===== config.mk =====
export PLATFORM = sky130hd
export DESIGN_NAME = video_pipeline_top
export DESIGN_NICKNAME = d
export VERILOG_FILES = /design/src/hdl/video_pkg.sv /design/src/hdl/video_timing_gen.sv /design/src/hdl/blanking_to_count.sv /design/src/hdl/test_pattern_gen.sv /design/src/hdl/video_pipeline_top.sv
export SDC_FILE = /design/constraint.sdc
export NUM_CORES = 1
export LEC_CHECK = 0
export BUFFER_PORTS_ARGS = -buffer_cell sky130_fd_sc_hd__buf_4
export CAP_MARGIN = 15
export CELL_PAD_IN_SITES_DETAIL_PLACEMENT = 0
export CELL_PAD_IN_SITES_GLOBAL_PLACEMENT = 1
export CORE_UTILIZATION = 40
export CTS_BUF_LIST = sky130_fd_sc_hd__clkbuf_8
export CTS_CLUSTER_DIAMETER = 40
export DETAILED_ROUTE_END_ITERATION = 6
export PLACE_DENSITY_LB_ADDON = 0.1
export SLEW_MARGIN = 15
export SYNTH_ARGS = -nofsm -noshare
export SYNTH_HDL_FRONTEND = slang
export SYNTH_SLANG_ARGS = --single-unit

===== constraint.sdc =====
create_clock -name i_Clk -period 6.49 [get_ports i_Clk]
set_input_delay 0.649 -clock i_Clk [delete_from_list [all_inputs] [get_ports i_Clk]]
set_output_delay 0.649 -clock i_Clk [all_outputs]
set_load 0.01 [all_outputs]

===== src/hdl/video_pkg.sv =====
// ====================
// Shared video types: coordinate, colour channel,
// pattern select and the timing axis state enum
// ====================

package video_pkg;

	// Row or column position inside the active area
	typedef logic [9:0] coord_t;

	// One 8-bit colour channel
	typedef logic [7:0] colour_t;

	// Test pattern select code
	// 0 checkerboard, 1 red ramp, 2 green ramp, 3 solid blue
	typedef logic [1:0] pattern_t;

	// State of one raster axis
	// Both horizontal and vertical machines walk the same sequence
	typedef enum logic [1:0] {
		ACTIVE      = 2'd0,
		FRONT_PORCH = 2'd1,
		SYNC        = 2'd2,
		BACK_PORCH  = 2'd3
	} timing_state_t;

endpackage


===== src/hdl/video_timing_gen.sv =====
// ====================
// Raster timing generator with horizontal and vertical
// state machines and registered sync and blank levels
// ====================

`timescale 1ns/1ps

module video_timing_gen #(
	parameter int ACTIVE_COLS = 16,
	parameter int ACTIVE_ROWS = 8,
	parameter int H_FRONT     = 2,
	parameter int H_SYNC      = 3,
	parameter int H_BACK      = 3,
	parameter int V_FRONT     = 1,
	parameter int V_SYNC      = 2,
	parameter int V_BACK      = 1
) (
	input  logic i_Clk,
	input  logic i_rst_n,
	output logic o_n_hsync,
	output logic o_n_vsync,
	output logic o_hblank,
	output logic o_vblank
);

	import video_pkg::*;

	timing_state_t h_state;
	timing_state_t v_state;
	coord_t        h_count;
	coord_t        v_count;
	logic          h_done;
	logic          v_done;
	logic          line_end;

	// Last count of each horizontal interval
	function automatic coord_t h_last(input timing_state_t s);
		case (s)
			ACTIVE:      return coord_t'(ACTIVE_COLS - 1);
			FRONT_PORCH: return coord_t'(H_FRONT - 1);
			SYNC:        return coord_t'(H_SYNC - 1);
			default:     return coord_t'(H_BACK - 1);
		endcase
	endfunction

	// Last count of each vertical interval, in lines
	function automatic coord_t v_last(input timing_state_t s);
		case (s)
			ACTIVE:      return coord_t'(ACTIVE_ROWS - 1);
			FRONT_PORCH: return coord_t'(V_FRONT - 1);
			SYNC:        return coord_t'(V_SYNC - 1);
			default:     return coord_t'(V_BACK - 1);
		endcase
	endfunction

	// Fixed order active, front porch, sync, back porch, then around again
	function automatic timing_state_t next_state(input timing_state_t s);
		case (s)
			ACTIVE:      return FRONT_PORCH;
			FRONT_PORCH: return SYNC;
			SYNC:        return BACK_PORCH;
			default:     return ACTIVE;
		endcase
	endfunction

	always_comb begin
		h_done   = (h_count == h_last(h_state));
		v_done   = (v_count == v_last(v_state));
		// The vertical axis moves once per line, on the last back porch cycle
		line_end = h_done && (h_state == BACK_PORCH);
	end

	// Horizontal axis
	always_ff @(posedge i_Clk) begin
		if (!i_rst_n) begin
			h_state <= ACTIVE;
			h_count <= '0;
		end else if (h_done) begin
			h_state <= next_state(h_state);
			h_count <= '0;
		end else begin
			h_count <= h_count + coord_t'(1);
		end
	end

	// Vertical axis, starting in the front porch after reset
	always_ff @(posedge i_Clk) begin
		if (!i_rst_n) begin
			v_state <= FRONT_PORCH;
			v_count <= '0;
		end else if (line_end) begin
			if (v_done) begin
				v_state <= next_state(v_state);
				v_count <= '0;
			end else begin
				v_count <= v_count + coord_t'(1);
			end
		end
	end

	// Output levels follow the state one cycle later
	always_ff @(posedge i_Clk) begin
		if (!i_rst_n) begin
			o_n_hsync <= 1'b1;
			o_n_vsync <= 1'b1;
			o_hblank  <= 1'b1;
			o_vblank  <= 1'b1;
		end else begin
			o_n_hsync <= (h_state != SYNC);
			o_n_vsync <= (v_state != SYNC);
			o_hblank  <= (h_state != ACTIVE);
			o_vblank  <= (v_state != ACTIVE);
		end
	end

endmodule


===== src/hdl/blanking_to_count.sv =====
// ====================
// Recovers row and column counters and a lock flag
// from blanking edges, with sync and blank delayed to match
// ====================

`timescale 1ns/1ps

module blanking_to_count #(
	parameter int ACTIVE_COLS = 16,
	parameter int ACTIVE_ROWS = 8
) (
	input  logic              i_Clk,
	input  logic              i_rst_n,
	input  logic              i_n_hsync,
	input  logic              i_n_vsync,
	input  logic              i_hblank,
	input  logic              i_vblank,
	output logic              o_n_hsync,
	output logic              o_n_vsync,
	output logic              o_hblank,
	output logic              o_vblank,
	output logic              o_active,
	output logic              o_frame_start,
	output logic              o_locked,
	output video_pkg::coord_t o_col,
	output video_pkg::coord_t o_row
);

	import video_pkg::*;

	logic   hblank_q;
	logic   vblank_q;
	logic   line_start;
	logic   frame_start;
	logic   active_in;
	coord_t col_cnt;
	coord_t row_cnt;
	coord_t col_cur;
	coord_t row_cur;

	// Falling blank edges, seen against the previous input level
	always_comb begin
		line_start  = hblank_q & ~i_hblank;
		frame_start = vblank_q & ~i_vblank;
		active_in   = ~i_hblank & ~i_vblank;
	end

	// Position of the pixel arriving on this cycle
	always_comb begin
		col_cur = col_cnt;
		row_cur = row_cnt;
		if (frame_start) begin
			col_cur = '0;
			row_cur = '0;
		end else if (line_start) begin
			col_cur = '0;
		end
	end

	// Counters hold through blanking and step on each active pixel
	always_ff @(posedge i_Clk) begin
		if (!i_rst_n) begin
			hblank_q <= 1'b1;
			vblank_q <= 1'b1;
			col_cnt  <= '0;
			row_cnt  <= '0;
		end else begin
			hblank_q <= i_hblank;
			vblank_q <= i_vblank;
			if (active_in) begin
				if (col_cur == coord_t'(ACTIVE_COLS - 1)) begin
					col_cnt <= '0;
					if (row_cur == coord_t'(ACTIVE_ROWS - 1))
						row_cnt <= '0;
					else
						row_cnt <= row_cur + coord_t'(1);
				end else begin
					col_cnt <= col_cur + coord_t'(1);
					row_cnt <= row_cur;
				end
			end
		end
	end

	// All outputs move together, one cycle behind the inputs
	always_ff @(posedge i_Clk) begin
		if (!i_rst_n) begin
			o_n_hsync     <= 1'b1;
			o_n_vsync     <= 1'b1;
			o_hblank      <= 1'b1;
			o_vblank      <= 1'b1;
			o_active      <= 1'b0;
			o_frame_start <= 1'b0;
			o_locked      <= 1'b0;
			o_col         <= '0;
			o_row         <= '0;
		end else begin
			o_n_hsync     <= i_n_hsync;
			o_n_vsync     <= i_n_vsync;
			o_hblank      <= i_hblank;
			o_vblank      <= i_vblank;
			o_active      <= active_in;
			o_frame_start <= frame_start;
			// Sticky once the first frame start has been seen
			o_locked      <= o_locked | o_frame_start;
			o_col         <= active_in ? col_cur : '0;
			o_row         <= active_in ? row_cur : '0;
		end
	end

endmodule


===== src/hdl/test_pattern_gen.sv =====
// ====================
// Test pattern generator: maps row, column and the
// frame-latched select to RGB, with timing delayed alongside
// ====================

`timescale 1ns/1ps

module test_pattern_gen #(
	parameter int ACTIVE_COLS = 16,
	parameter int ACTIVE_ROWS = 8
) (
	input  logic                i_Clk,
	input  logic                i_rst_n,
	input  logic                i_n_hsync,
	input  logic                i_n_vsync,
	input  logic                i_hblank,
	input  logic                i_vblank,
	input  logic                i_active,
	input  logic                i_frame_start,
	input  logic                i_locked,
	input  video_pkg::coord_t   i_col,
	input  video_pkg::coord_t   i_row,
	input  video_pkg::pattern_t i_pattern_sel,
	output logic                o_n_hsync,
	output logic                o_n_vsync,
	output logic                o_hblank,
	output logic                o_vblank,
	output logic                o_active,
	output logic                o_locked,
	output video_pkg::coord_t   o_col,
	output video_pkg::coord_t   o_row,
	output video_pkg::colour_t  o_red,
	output video_pkg::colour_t  o_green,
	output video_pkg::colour_t  o_blue
);

	import video_pkg::*;

	// Checkerboard cells are a quarter of the frame on each axis
	localparam int COL_CELL = ACTIVE_COLS / 4;
	localparam int ROW_CELL = ACTIVE_ROWS / 4;

	pattern_t pattern_q;
	pattern_t pattern_now;
	coord_t   col_cell;
	coord_t   row_cell;
	colour_t  red_d;
	colour_t  green_d;
	colour_t  blue_d;

	always_comb begin
		// The first pixel of a frame already uses the new select
		pattern_now = i_frame_start ? i_pattern_sel : pattern_q;
		col_cell    = i_col / coord_t'(COL_CELL);
		row_cell    = i_row / coord_t'(ROW_CELL);
		red_d       = '0;
		green_d     = '0;
		blue_d      = '0;
		if (i_active) begin
			case (pattern_now)
				2'd0: begin
					if (col_cell[0] != row_cell[0]) begin
						red_d   = 8'hff;
						green_d = 8'hff;
						blue_d  = 8'hff;
					end
				end
				2'd1: red_d = {i_col[3:0], 4'b0000};
				2'd2: green_d = {i_row[2:0], 5'b00000};
				default: blue_d = 8'hff;
			endcase
		end
	end

	always_ff @(posedge i_Clk) begin
		if (!i_rst_n) begin
			pattern_q <= '0;
			o_n_hsync <= 1'b1;
			o_n_vsync <= 1'b1;
			o_hblank  <= 1'b1;
			o_vblank  <= 1'b1;
			o_active  <= 1'b0;
			o_locked  <= 1'b0;
			o_col     <= '0;
			o_row     <= '0;
			o_red     <= '0;
			o_green   <= '0;
			o_blue    <= '0;
		end else begin
			pattern_q <= pattern_now;
			o_n_hsync <= i_n_hsync;
			o_n_vsync <= i_n_vsync;
			o_hblank  <= i_hblank;
			o_vblank  <= i_vblank;
			o_active  <= i_active;
			o_locked  <= i_locked;
			o_col     <= i_col;
			o_row     <= i_row;
			o_red     <= red_d;
			o_green   <= green_d;
			o_blue    <= blue_d;
		end
	end

endmodule


===== src/hdl/video_pipeline_top.sv =====
// ====================
// Video raster pipeline top level: timing generator,
// blanking-to-count recovery and test pattern generator
// ====================

`timescale 1ns/1ps

module video_pipeline_top #(
	parameter int ACTIVE_COLS = 16,
	parameter int ACTIVE_ROWS = 8,
	parameter int H_FRONT     = 2,
	parameter int H_SYNC      = 3,
	parameter int H_BACK      = 3,
	parameter int V_FRONT     = 1,
	parameter int V_SYNC      = 2,
	parameter int V_BACK      = 1
) (
	input  logic                i_Clk,
	input  logic                i_rst_n,
	input  video_pkg::pattern_t i_pattern_sel,
	output logic                o_n_hsync,
	output logic                o_n_vsync,
	output logic                o_hblank,
	output logic                o_vblank,
	output logic                o_active,
	output logic                o_locked,
	output video_pkg::coord_t   o_col,
	output video_pkg::coord_t   o_row,
	output video_pkg::colour_t  o_red,
	output video_pkg::colour_t  o_green,
	output video_pkg::colour_t  o_blue
);

	import video_pkg::*;

	// Raw timing levels
	logic   tg_n_hsync;
	logic   tg_n_vsync;
	logic   tg_hblank;
	logic   tg_vblank;

	// Counter stage outputs, one cycle behind the raw timing
	logic   bc_n_hsync;
	logic   bc_n_vsync;
	logic   bc_hblank;
	logic   bc_vblank;
	logic   bc_active;
	logic   bc_frame_start;
	logic   bc_locked;
	coord_t bc_col;
	coord_t bc_row;

	video_timing_gen #(
		.ACTIVE_COLS (ACTIVE_COLS),
		.ACTIVE_ROWS (ACTIVE_ROWS),
		.H_FRONT     (H_FRONT),
		.H_SYNC      (H_SYNC),
		.H_BACK      (H_BACK),
		.V_FRONT     (V_FRONT),
		.V_SYNC      (V_SYNC),
		.V_BACK      (V_BACK)
	) u_timing (
		.i_Clk     (i_Clk),
		.i_rst_n   (i_rst_n),
		.o_n_hsync (tg_n_hsync),
		.o_n_vsync (tg_n_vsync),
		.o_hblank  (tg_hblank),
		.o_vblank  (tg_vblank)
	);

	blanking_to_count #(
		.ACTIVE_COLS (ACTIVE_COLS),
		.ACTIVE_ROWS (ACTIVE_ROWS)
	) u_count (
		.i_Clk         (i_Clk),
		.i_rst_n       (i_rst_n),
		.i_n_hsync     (tg_n_hsync),
		.i_n_vsync     (tg_n_vsync),
		.i_hblank      (tg_hblank),
		.i_vblank      (tg_vblank),
		.o_n_hsync     (bc_n_hsync),
		.o_n_vsync     (bc_n_vsync),
		.o_hblank      (bc_hblank),
		.o_vblank      (bc_vblank),
		.o_active      (bc_active),
		.o_frame_start (bc_frame_start),
		.o_locked      (bc_locked),
		.o_col         (bc_col),
		.o_row         (bc_row)
	);

	test_pattern_gen #(
		.ACTIVE_COLS (ACTIVE_COLS),
		.ACTIVE_ROWS (ACTIVE_ROWS)
	) u_pattern (
		.i_Clk         (i_Clk),
		.i_rst_n       (i_rst_n),
		.i_n_hsync     (bc_n_hsync),
		.i_n_vsync     (bc_n_vsync),
		.i_hblank      (bc_hblank),
		.i_vblank      (bc_vblank),
		.i_active      (bc_active),
		.i_frame_start (bc_frame_start),
		.i_locked      (bc_locked),
		.i_col         (bc_col),
		.i_row         (bc_row),
		.i_pattern_sel (i_pattern_sel),
		.o_n_hsync     (o_n_hsync),
		.o_n_vsync     (o_n_vsync),
		.o_hblank      (o_hblank),
		.o_vblank      (o_vblank),
		.o_active      (o_active),
		.o_locked      (o_locked),
		.o_col         (o_col),
		.o_row         (o_row),
		.o_red         (o_red),
		.o_green       (o_green),
		.o_blue        (o_blue)
	);

endmodule


Yosys cells after proc, flatten, opt, wreduce, memory -nomap -nowiden
Cells that the tools add are included.
W data, S select, Z words.
{"block": "totals", "regBits": 127, "inputBits": 4, "output_inout_bits": 50, "elab_cells": 83}
{"block": "op_classes", "addsub": 4, "n_eq_ne": 14, "n_mux": 16, "n_bitwise": 7, "reduce_logical": 11}
{"cell": "$mux W10", "n": 7}
{"cell": "$pmux W8 S2", "n": 3}
{"cell": "$add A10 B1 Y10 const B", "n": 4}
{"cell": "$pmux W2 S3", "n": 2}
{"cell": "$eq A10 B3 Y1", "n": 1}
{"cell": "$eq A10 B3 Y1 const B", "n": 1}
{"cell": "$eq A10 B4 Y1", "n": 1}
{"cell": "$eq A10 B4 Y1 const B", "n": 1}
{"cell": "$eq A2 B2 Y1 const B", "n": 4}
{"cell": "$mux W8", "n": 1}
{"cell": "$pmux W4 S2", "n": 1}
{"cell": "$eq A2 B1 Y1 const B", "n": 3}
{"cell": "$logic_not A2 Y1", "n": 3}
{"cell": "$pmux W3 S2", "n": 1}
{"cell": "$reduce_and A2 Y1", "n": 3}
{"cell": "$ne A2 B2 Y1 const B", "n": 2}
{"cell": "$reduce_bool A2 Y1", "n": 2}
{"cell": "$reduce_or A2 Y1", "n": 2}
{"cell": "$and A1 B1 Y1", "n": 3}
{"cell": "$not A1 Y1", "n": 3}
{"cell": "$mux W2", "n": 1}
{"cell": "$logic_and A1 B1 Y1", "n": 1}
{"cell": "$ne A1 B1 Y1", "n": 1}
{"cell": "$or A1 B1 Y1", "n": 1}

Logic depth before layout (Yosys ltp)
{"block": "depth", "depth_word": 6, "ltp_mapped": 11, "depth_no_buf": 10}

Hierarchy
From an unflattened synthesis, not the netlist that was laid out.
{"block": "hier_totals", "hier_cells": 501, "hier_area_um2": 4690.7}
{"mod": "blanking_to_count", "instances": 1, "cells_each": 237, "area_per_inst_um2": 2011.9, "seq_area_each_um2": 940.9}
{"mod": "video_timing_gen", "instances": 1, "cells_each": 159, "area_per_inst_um2": 1448.9, "seq_area_each_um2": 560.5}
{"mod": "test_pattern_gen", "instances": 1, "cells_each": 105, "area_per_inst_um2": 1229.9, "seq_area_each_um2": 760.7}

Least setup slack after synthesis
No wires, ideal clock.
{"block": "synth_timing", "path_kind": "reg-to-reg", "from": "register u_count.vblank_q", "to": "register u_count.row_cnt[5]", "setup_ps": 76, "t_arrival_ps": 2409, "required_time_ps": 6414, "setup_slack_ps": 4005, "path_stages_with_launch": 11, "path_buffers": 0, "period_less_slack_ps": 2485, "path_cell_list": "dfxtp_1 > nor2b_1 > nor2_2 > nand2_1 > inv_1 > ha_1 > nand3_1 > nor4_4 > nand2_4 > or4_1 > a31oi_1"}
{"block": "synth_between", "elab_cells_between_ends": 8, "cone_classes": "1 x add/sub; 2 x eq/ne; 4 x mux; 1 x bitwise"}
{"element": "start: declaration", "line": "blanking_to_count.sv:32", "text": "logic vblank_q;"}
{"element": "start signal: assignment", "line": "blanking_to_count.sv:69", "text": "vblank_q <= i_vblank;"}
{"element": "$and A1 B1 Y1", "line": "blanking_to_count.sv:44", "text": "frame_start = vblank_q & ~i_vblank;"}
{"element": "$mux W10", "line": "blanking_to_count.sv:52", "text": "if (frame_start) begin"}
{"element": "via u_count.col_cur[0]", "line": "blanking_to_count.sv:38", "text": "coord_t col_cur;"}
{"element": "$eq A10 B4 Y1", "line": "blanking_to_count.sv:71", "text": "if (col_cur == coord_t'(ACTIVE_COLS - 1)) begin"}
{"element": "$mux W10", "line": "blanking_to_count.sv:71"}
{"element": "end signal: assignment", "line": "blanking_to_count.sv:76", "text": "row_cnt <= row_cur + coord_t'(1);"}
{"element": "end signal: assignment", "line": "blanking_to_count.sv:79", "text": "row_cnt <= row_cur;"}
{"element": "end: declaration", "line": "blanking_to_count.sv:37", "text": "coord_t row_cnt;"}
The timed path passes the listed nets, and every way through them passes these cells.
A chain may end at the register's enable or synchronous reset.

Worst setup path in the final report
{"block": "layout_timing", "from": "register u_count.vblank_q", "to": "register u_count.col_cnt[9]"}
{"block": "layout_between", "elab_chain_cells": 4, "elab_cells_between_ends": 5, "cone_classes": "1 x add/sub; 1 x eq/ne; 2 x mux; 1 x bitwise"}
{"element": "$and A1 B1 Y1 *", "line": "blanking_to_count.sv:44"}
{"element": "$mux W10 *", "line": "blanking_to_count.sv:52"}
{"element": "via u_count.col_cur[1]", "line": "blanking_to_count.sv:38"}
{"element": "$add A10 B1 Y10 / $eq A10 B4 Y1 (equally long branches)", "line": "blanking_to_count.sv:78, blanking_to_count.sv:71"}
{"element": "$mux W10 *", "line": "blanking_to_count.sv:71"}
{"element": "end signal: assignment", "line": "blanking_to_count.sv:78", "text": "col_cnt <= col_cur + coord_t'(1);"}
{"element": "end: declaration", "line": "blanking_to_count.sv:36", "text": "coord_t col_cnt;"}
Mark *: on every way through the listed nets, which the timed path passes. The rest lies on a longest branch.

==> metrics.txt <==
status complete, no violations; std cell rows 38; Clock transition at path regs 0.07 ns; worst-skew pair later-pin latency 0.43 ns; Slew @ Worst Pin 1.02 ns; vias in the first global route 3,180; R2R Path End u_count.col_cnt[9]$_SDFFE_PN0P_; Flop pwr share 0.515; CTS Buf Count 17; Detailed Routing Iterations Pass 1 4; Crit path largest cell delay 0.81 ns; pre-CTS WS 3.41 ns; CP endpoint kind flop; Yosys warning count 0; Netlist cell types 57; syn_area_per_cell 9.38 um2; Worst Path Max Fanout 15; setup ws final 3.36 ns; Final Hold Vio Count 0; GRT Util Overall 0.168; diodes inserted 0; Hold EP u_pattern.o_n_hsync$_SDFF_PN1_; final wirelength 8.93 mm; Seq cells post-synth 113; CP most frequent cell and2_1; Worst Skew 0.00610 ns; hpwl dp 5.89 mm; final critical-path required period 3.13 ns; crit path from u_count.vblank_q$_SDFF_PN1_; register area 2260 um2; TritonCTS clock tree yes; TNS Setup 0 ns; Die W 108 um; RePlAce Congestion 0.804; PwrDens 259 nW/um2; WP data arrival 3.49 ns; MaxCap Viol Count 0; # DRC 0; number of cells produced by synthesis 479; Hold Path Class flop to flop; post-DR wirelength/cell 13.3 um; Slew HR 0.322; worst reg2reg path startpoint u_count.vblank_q$_SDFF_PN1_; Static Leak 2.20 nW; Netlist Area Pre-Place 4490 um2; RSZ-0062 raised after global routing no; hold path startpoint u_count.o_n_hsync$_SDFF_PN1_; die height 108 um; Root Buffer clkbuf_8; Largest delay share family, worst path simple AND/OR/NAND/NOR gates; cells on worst reg2reg path 9; count of final setup violators 0; Slowest-stage cell, CP nor2b_1; initial antenna violation count 0; maximum vdd drop 0.000116 V; fraction of the cycle the final worst path needs 0.482; Net Count, Synth 495; Layout area overhead 17.7%; Vias 3,420; Comb power frac 0.020; r2r setup slk 3.36 ns; post-route ant nets 0; layout cells sized above 1 0.180; # port buffers 53; sequential cell area fraction in the yosys report 0.503; drt via density 5.07; Startpoint Class flop; Worst Path Buf+Inv 0; core area 10,900 um2; post_cts resized 0; CP cell instances nor2b_1 -> nor2_2 -> and2_1 -> ha_1 -> nand3_1 -> nor4_4 -> and2_1 -> or4_1 -> o21ai_0; Post-CTS Setup Bufs 0; starting density of the core 0.413; Critical Path RT 6.85 ns; Nets 537; Net Sw Frac 0.229; Synth Flop Type dfxtp_1; worst hold stages 1; fmax 320 MHz; Post-synth EDFFs 0; first-pass GRT wire length 15.0 mm; clock group share of total power 0.465; die area 11,700 um2; Slew Viols, Final 0; Iteration-0 DRC Markers 138; Net Sw Power 314 uW; H-Tree Depth 4; crit path kind flop to flop; cts hold-fix bufs 0; area of the multi-input gates 2020 um2; Sink Count 113; asr flop ratio synth 0; largest net degree at the start of global routing 56; CTS max path bufs 2; Internal Power 1.06 mW; FILL cells 1,045; grt total ovfl 0; Top Ports 54
sequential cells by signal (all words and copies together), names as in the netlist, 2 cells and up:
register / cells
u_count.row_cnt: 10
u_timing.h_state: 2
u_pattern.o_green: 4
u_count.o_col: 10
u_pattern.pattern_q: 2
u_pattern.o_row: 10
u_timing.h_count: 10
u_pattern.o_col: 10
u_count.col_cnt: 10
u_timing.v_count: 10
u_timing.v_state: 2
u_count.o_row: 10
u_pattern.o_red: 5
per-layer routing:
layer  vias to the layer above  track usage  routed length (um)
met4                         0       0.0793                 164
met3                        18       0.0524                 401
met1                      1602        0.206                4170
li1                       1726            -                   -
met5                         -            0                   0
met2                        74        0.269                4200
power groups by stage:
stage          sequential, mW  combinational [mW]  clock (mW)
6_report                0.705              0.0273       0.637
4_1_cts                 0.705              0.0277       0.659
5_1_grt                 0.705              0.0309       0.694
3_5_place_dp            0.720              0.0277           0
2_1_floorplan           0.718              0.0203           0
3_3_place_gp            0.720              0.0272           0
stage by stage:
step           hold slack (ns)  utilization  area, um2  power (mW)  instances
6_report                 0.412        0.486       5290        1.37        674
5_1_grt                  0.435        0.486       5290        1.43        674
4_1_cts                  0.417        0.486       5290        1.39        674
3_5_place_dp             0.399        0.450       4900       0.748        642
3_3_place_gp             0.396        0.450       4900       0.748        642
2_1_floorplan            0.386            -       4490       0.739        479
layout by cell type (no fill, tap or decap), types with 4 or more instances in the layout:
master	n
or4_1	5
clkbuf_8	18
a21oi_1	15
clkinv_2	5
buf_4	53
clkinvlp_4	4
nor2_1	42
o21ai_0	13
a21o_1	7
nand3_1	17
nor3_1	13
inv_1	12
a31oi_1	4
and2_1	48
dfxtp_1	113
ha_1	12
and3_1	14
nand2b_1	12
xnor2_1	7
nand4_1	7
nor4_1	5
mux2i_1	6
xor2_1	8
nand2_1	38
kinds of logic after synthesis:
family / count (synthesis) / synth area share
simple gates: 224 / 0.276
buf+inv: 43 / 0.0479
flops: 113 / 0.503
fa+ha+maj: 12 / 0.0334
compound gates: 66 / 0.0969
mux: 6 / 0.0134
xor+xnor: 15 / 0.0292
synth_stat cells, drive strengths merged, types with 7 or more instances:
library cell,number,area [um2]
nand2b,12,75.1
nor2,43,164
and3,14,87.6
buf,17,118
clkbuf,13,48.8
nand2,39,154
and2,48,300
dfxtp,113,2260
xnor2,7,61.3
nand4,7,43.8
nor4,7,65.1
nor3,13,65.1
inv,12,45.0
nand3,17,85.1
ha,12,150
xor2,8,70.1
a21oi,15,75.1
o21ai,15,75.1
a21o,7,52.6
area by class of cell:
class / count / area share
tap: 140 / 0.0331
clock inverter: 14 / 0.0267
multi-input combinational: 323 / 0.381
sequential: 113 / 0.428
clock buffer: 18 / 0.0468
timing repair buffer: 53 / 0.0752
inverter: 13 / 0.00923
how the worst max path moves through the flow:
stage          slack (ns)  cells after the start                               to
2_1_floorplan        4.00                     10  u_count.row_cnt[5]$_SDFFE_PN0P_
3_3_place_gp         3.50                     10  u_count.col_cnt[9]$_SDFFE_PN0P_
3_5_place_dp         3.41                     10  u_count.col_cnt[9]$_SDFFE_PN0P_
4_1_cts              3.39                     10  u_count.col_cnt[9]$_SDFFE_PN0P_
5_1_grt              3.12                     10  u_count.col_cnt[9]$_SDFFE_PN0P_
6_report             3.36                      9  u_count.col_cnt[9]$_SDFFE_PN0P_
worst register-to-register path: cells and delay by family, from the launching register on:
| kind | cells | cell delay (ns) |
|---|---|---|
| compound gates | 1 | 0.07 |
| flops | 1 | 0.35 |
| simple gates | 7 | 2.43 |
| fa+ha+maj | 1 | 0.22 |
(Power assumes the default switching activity.)
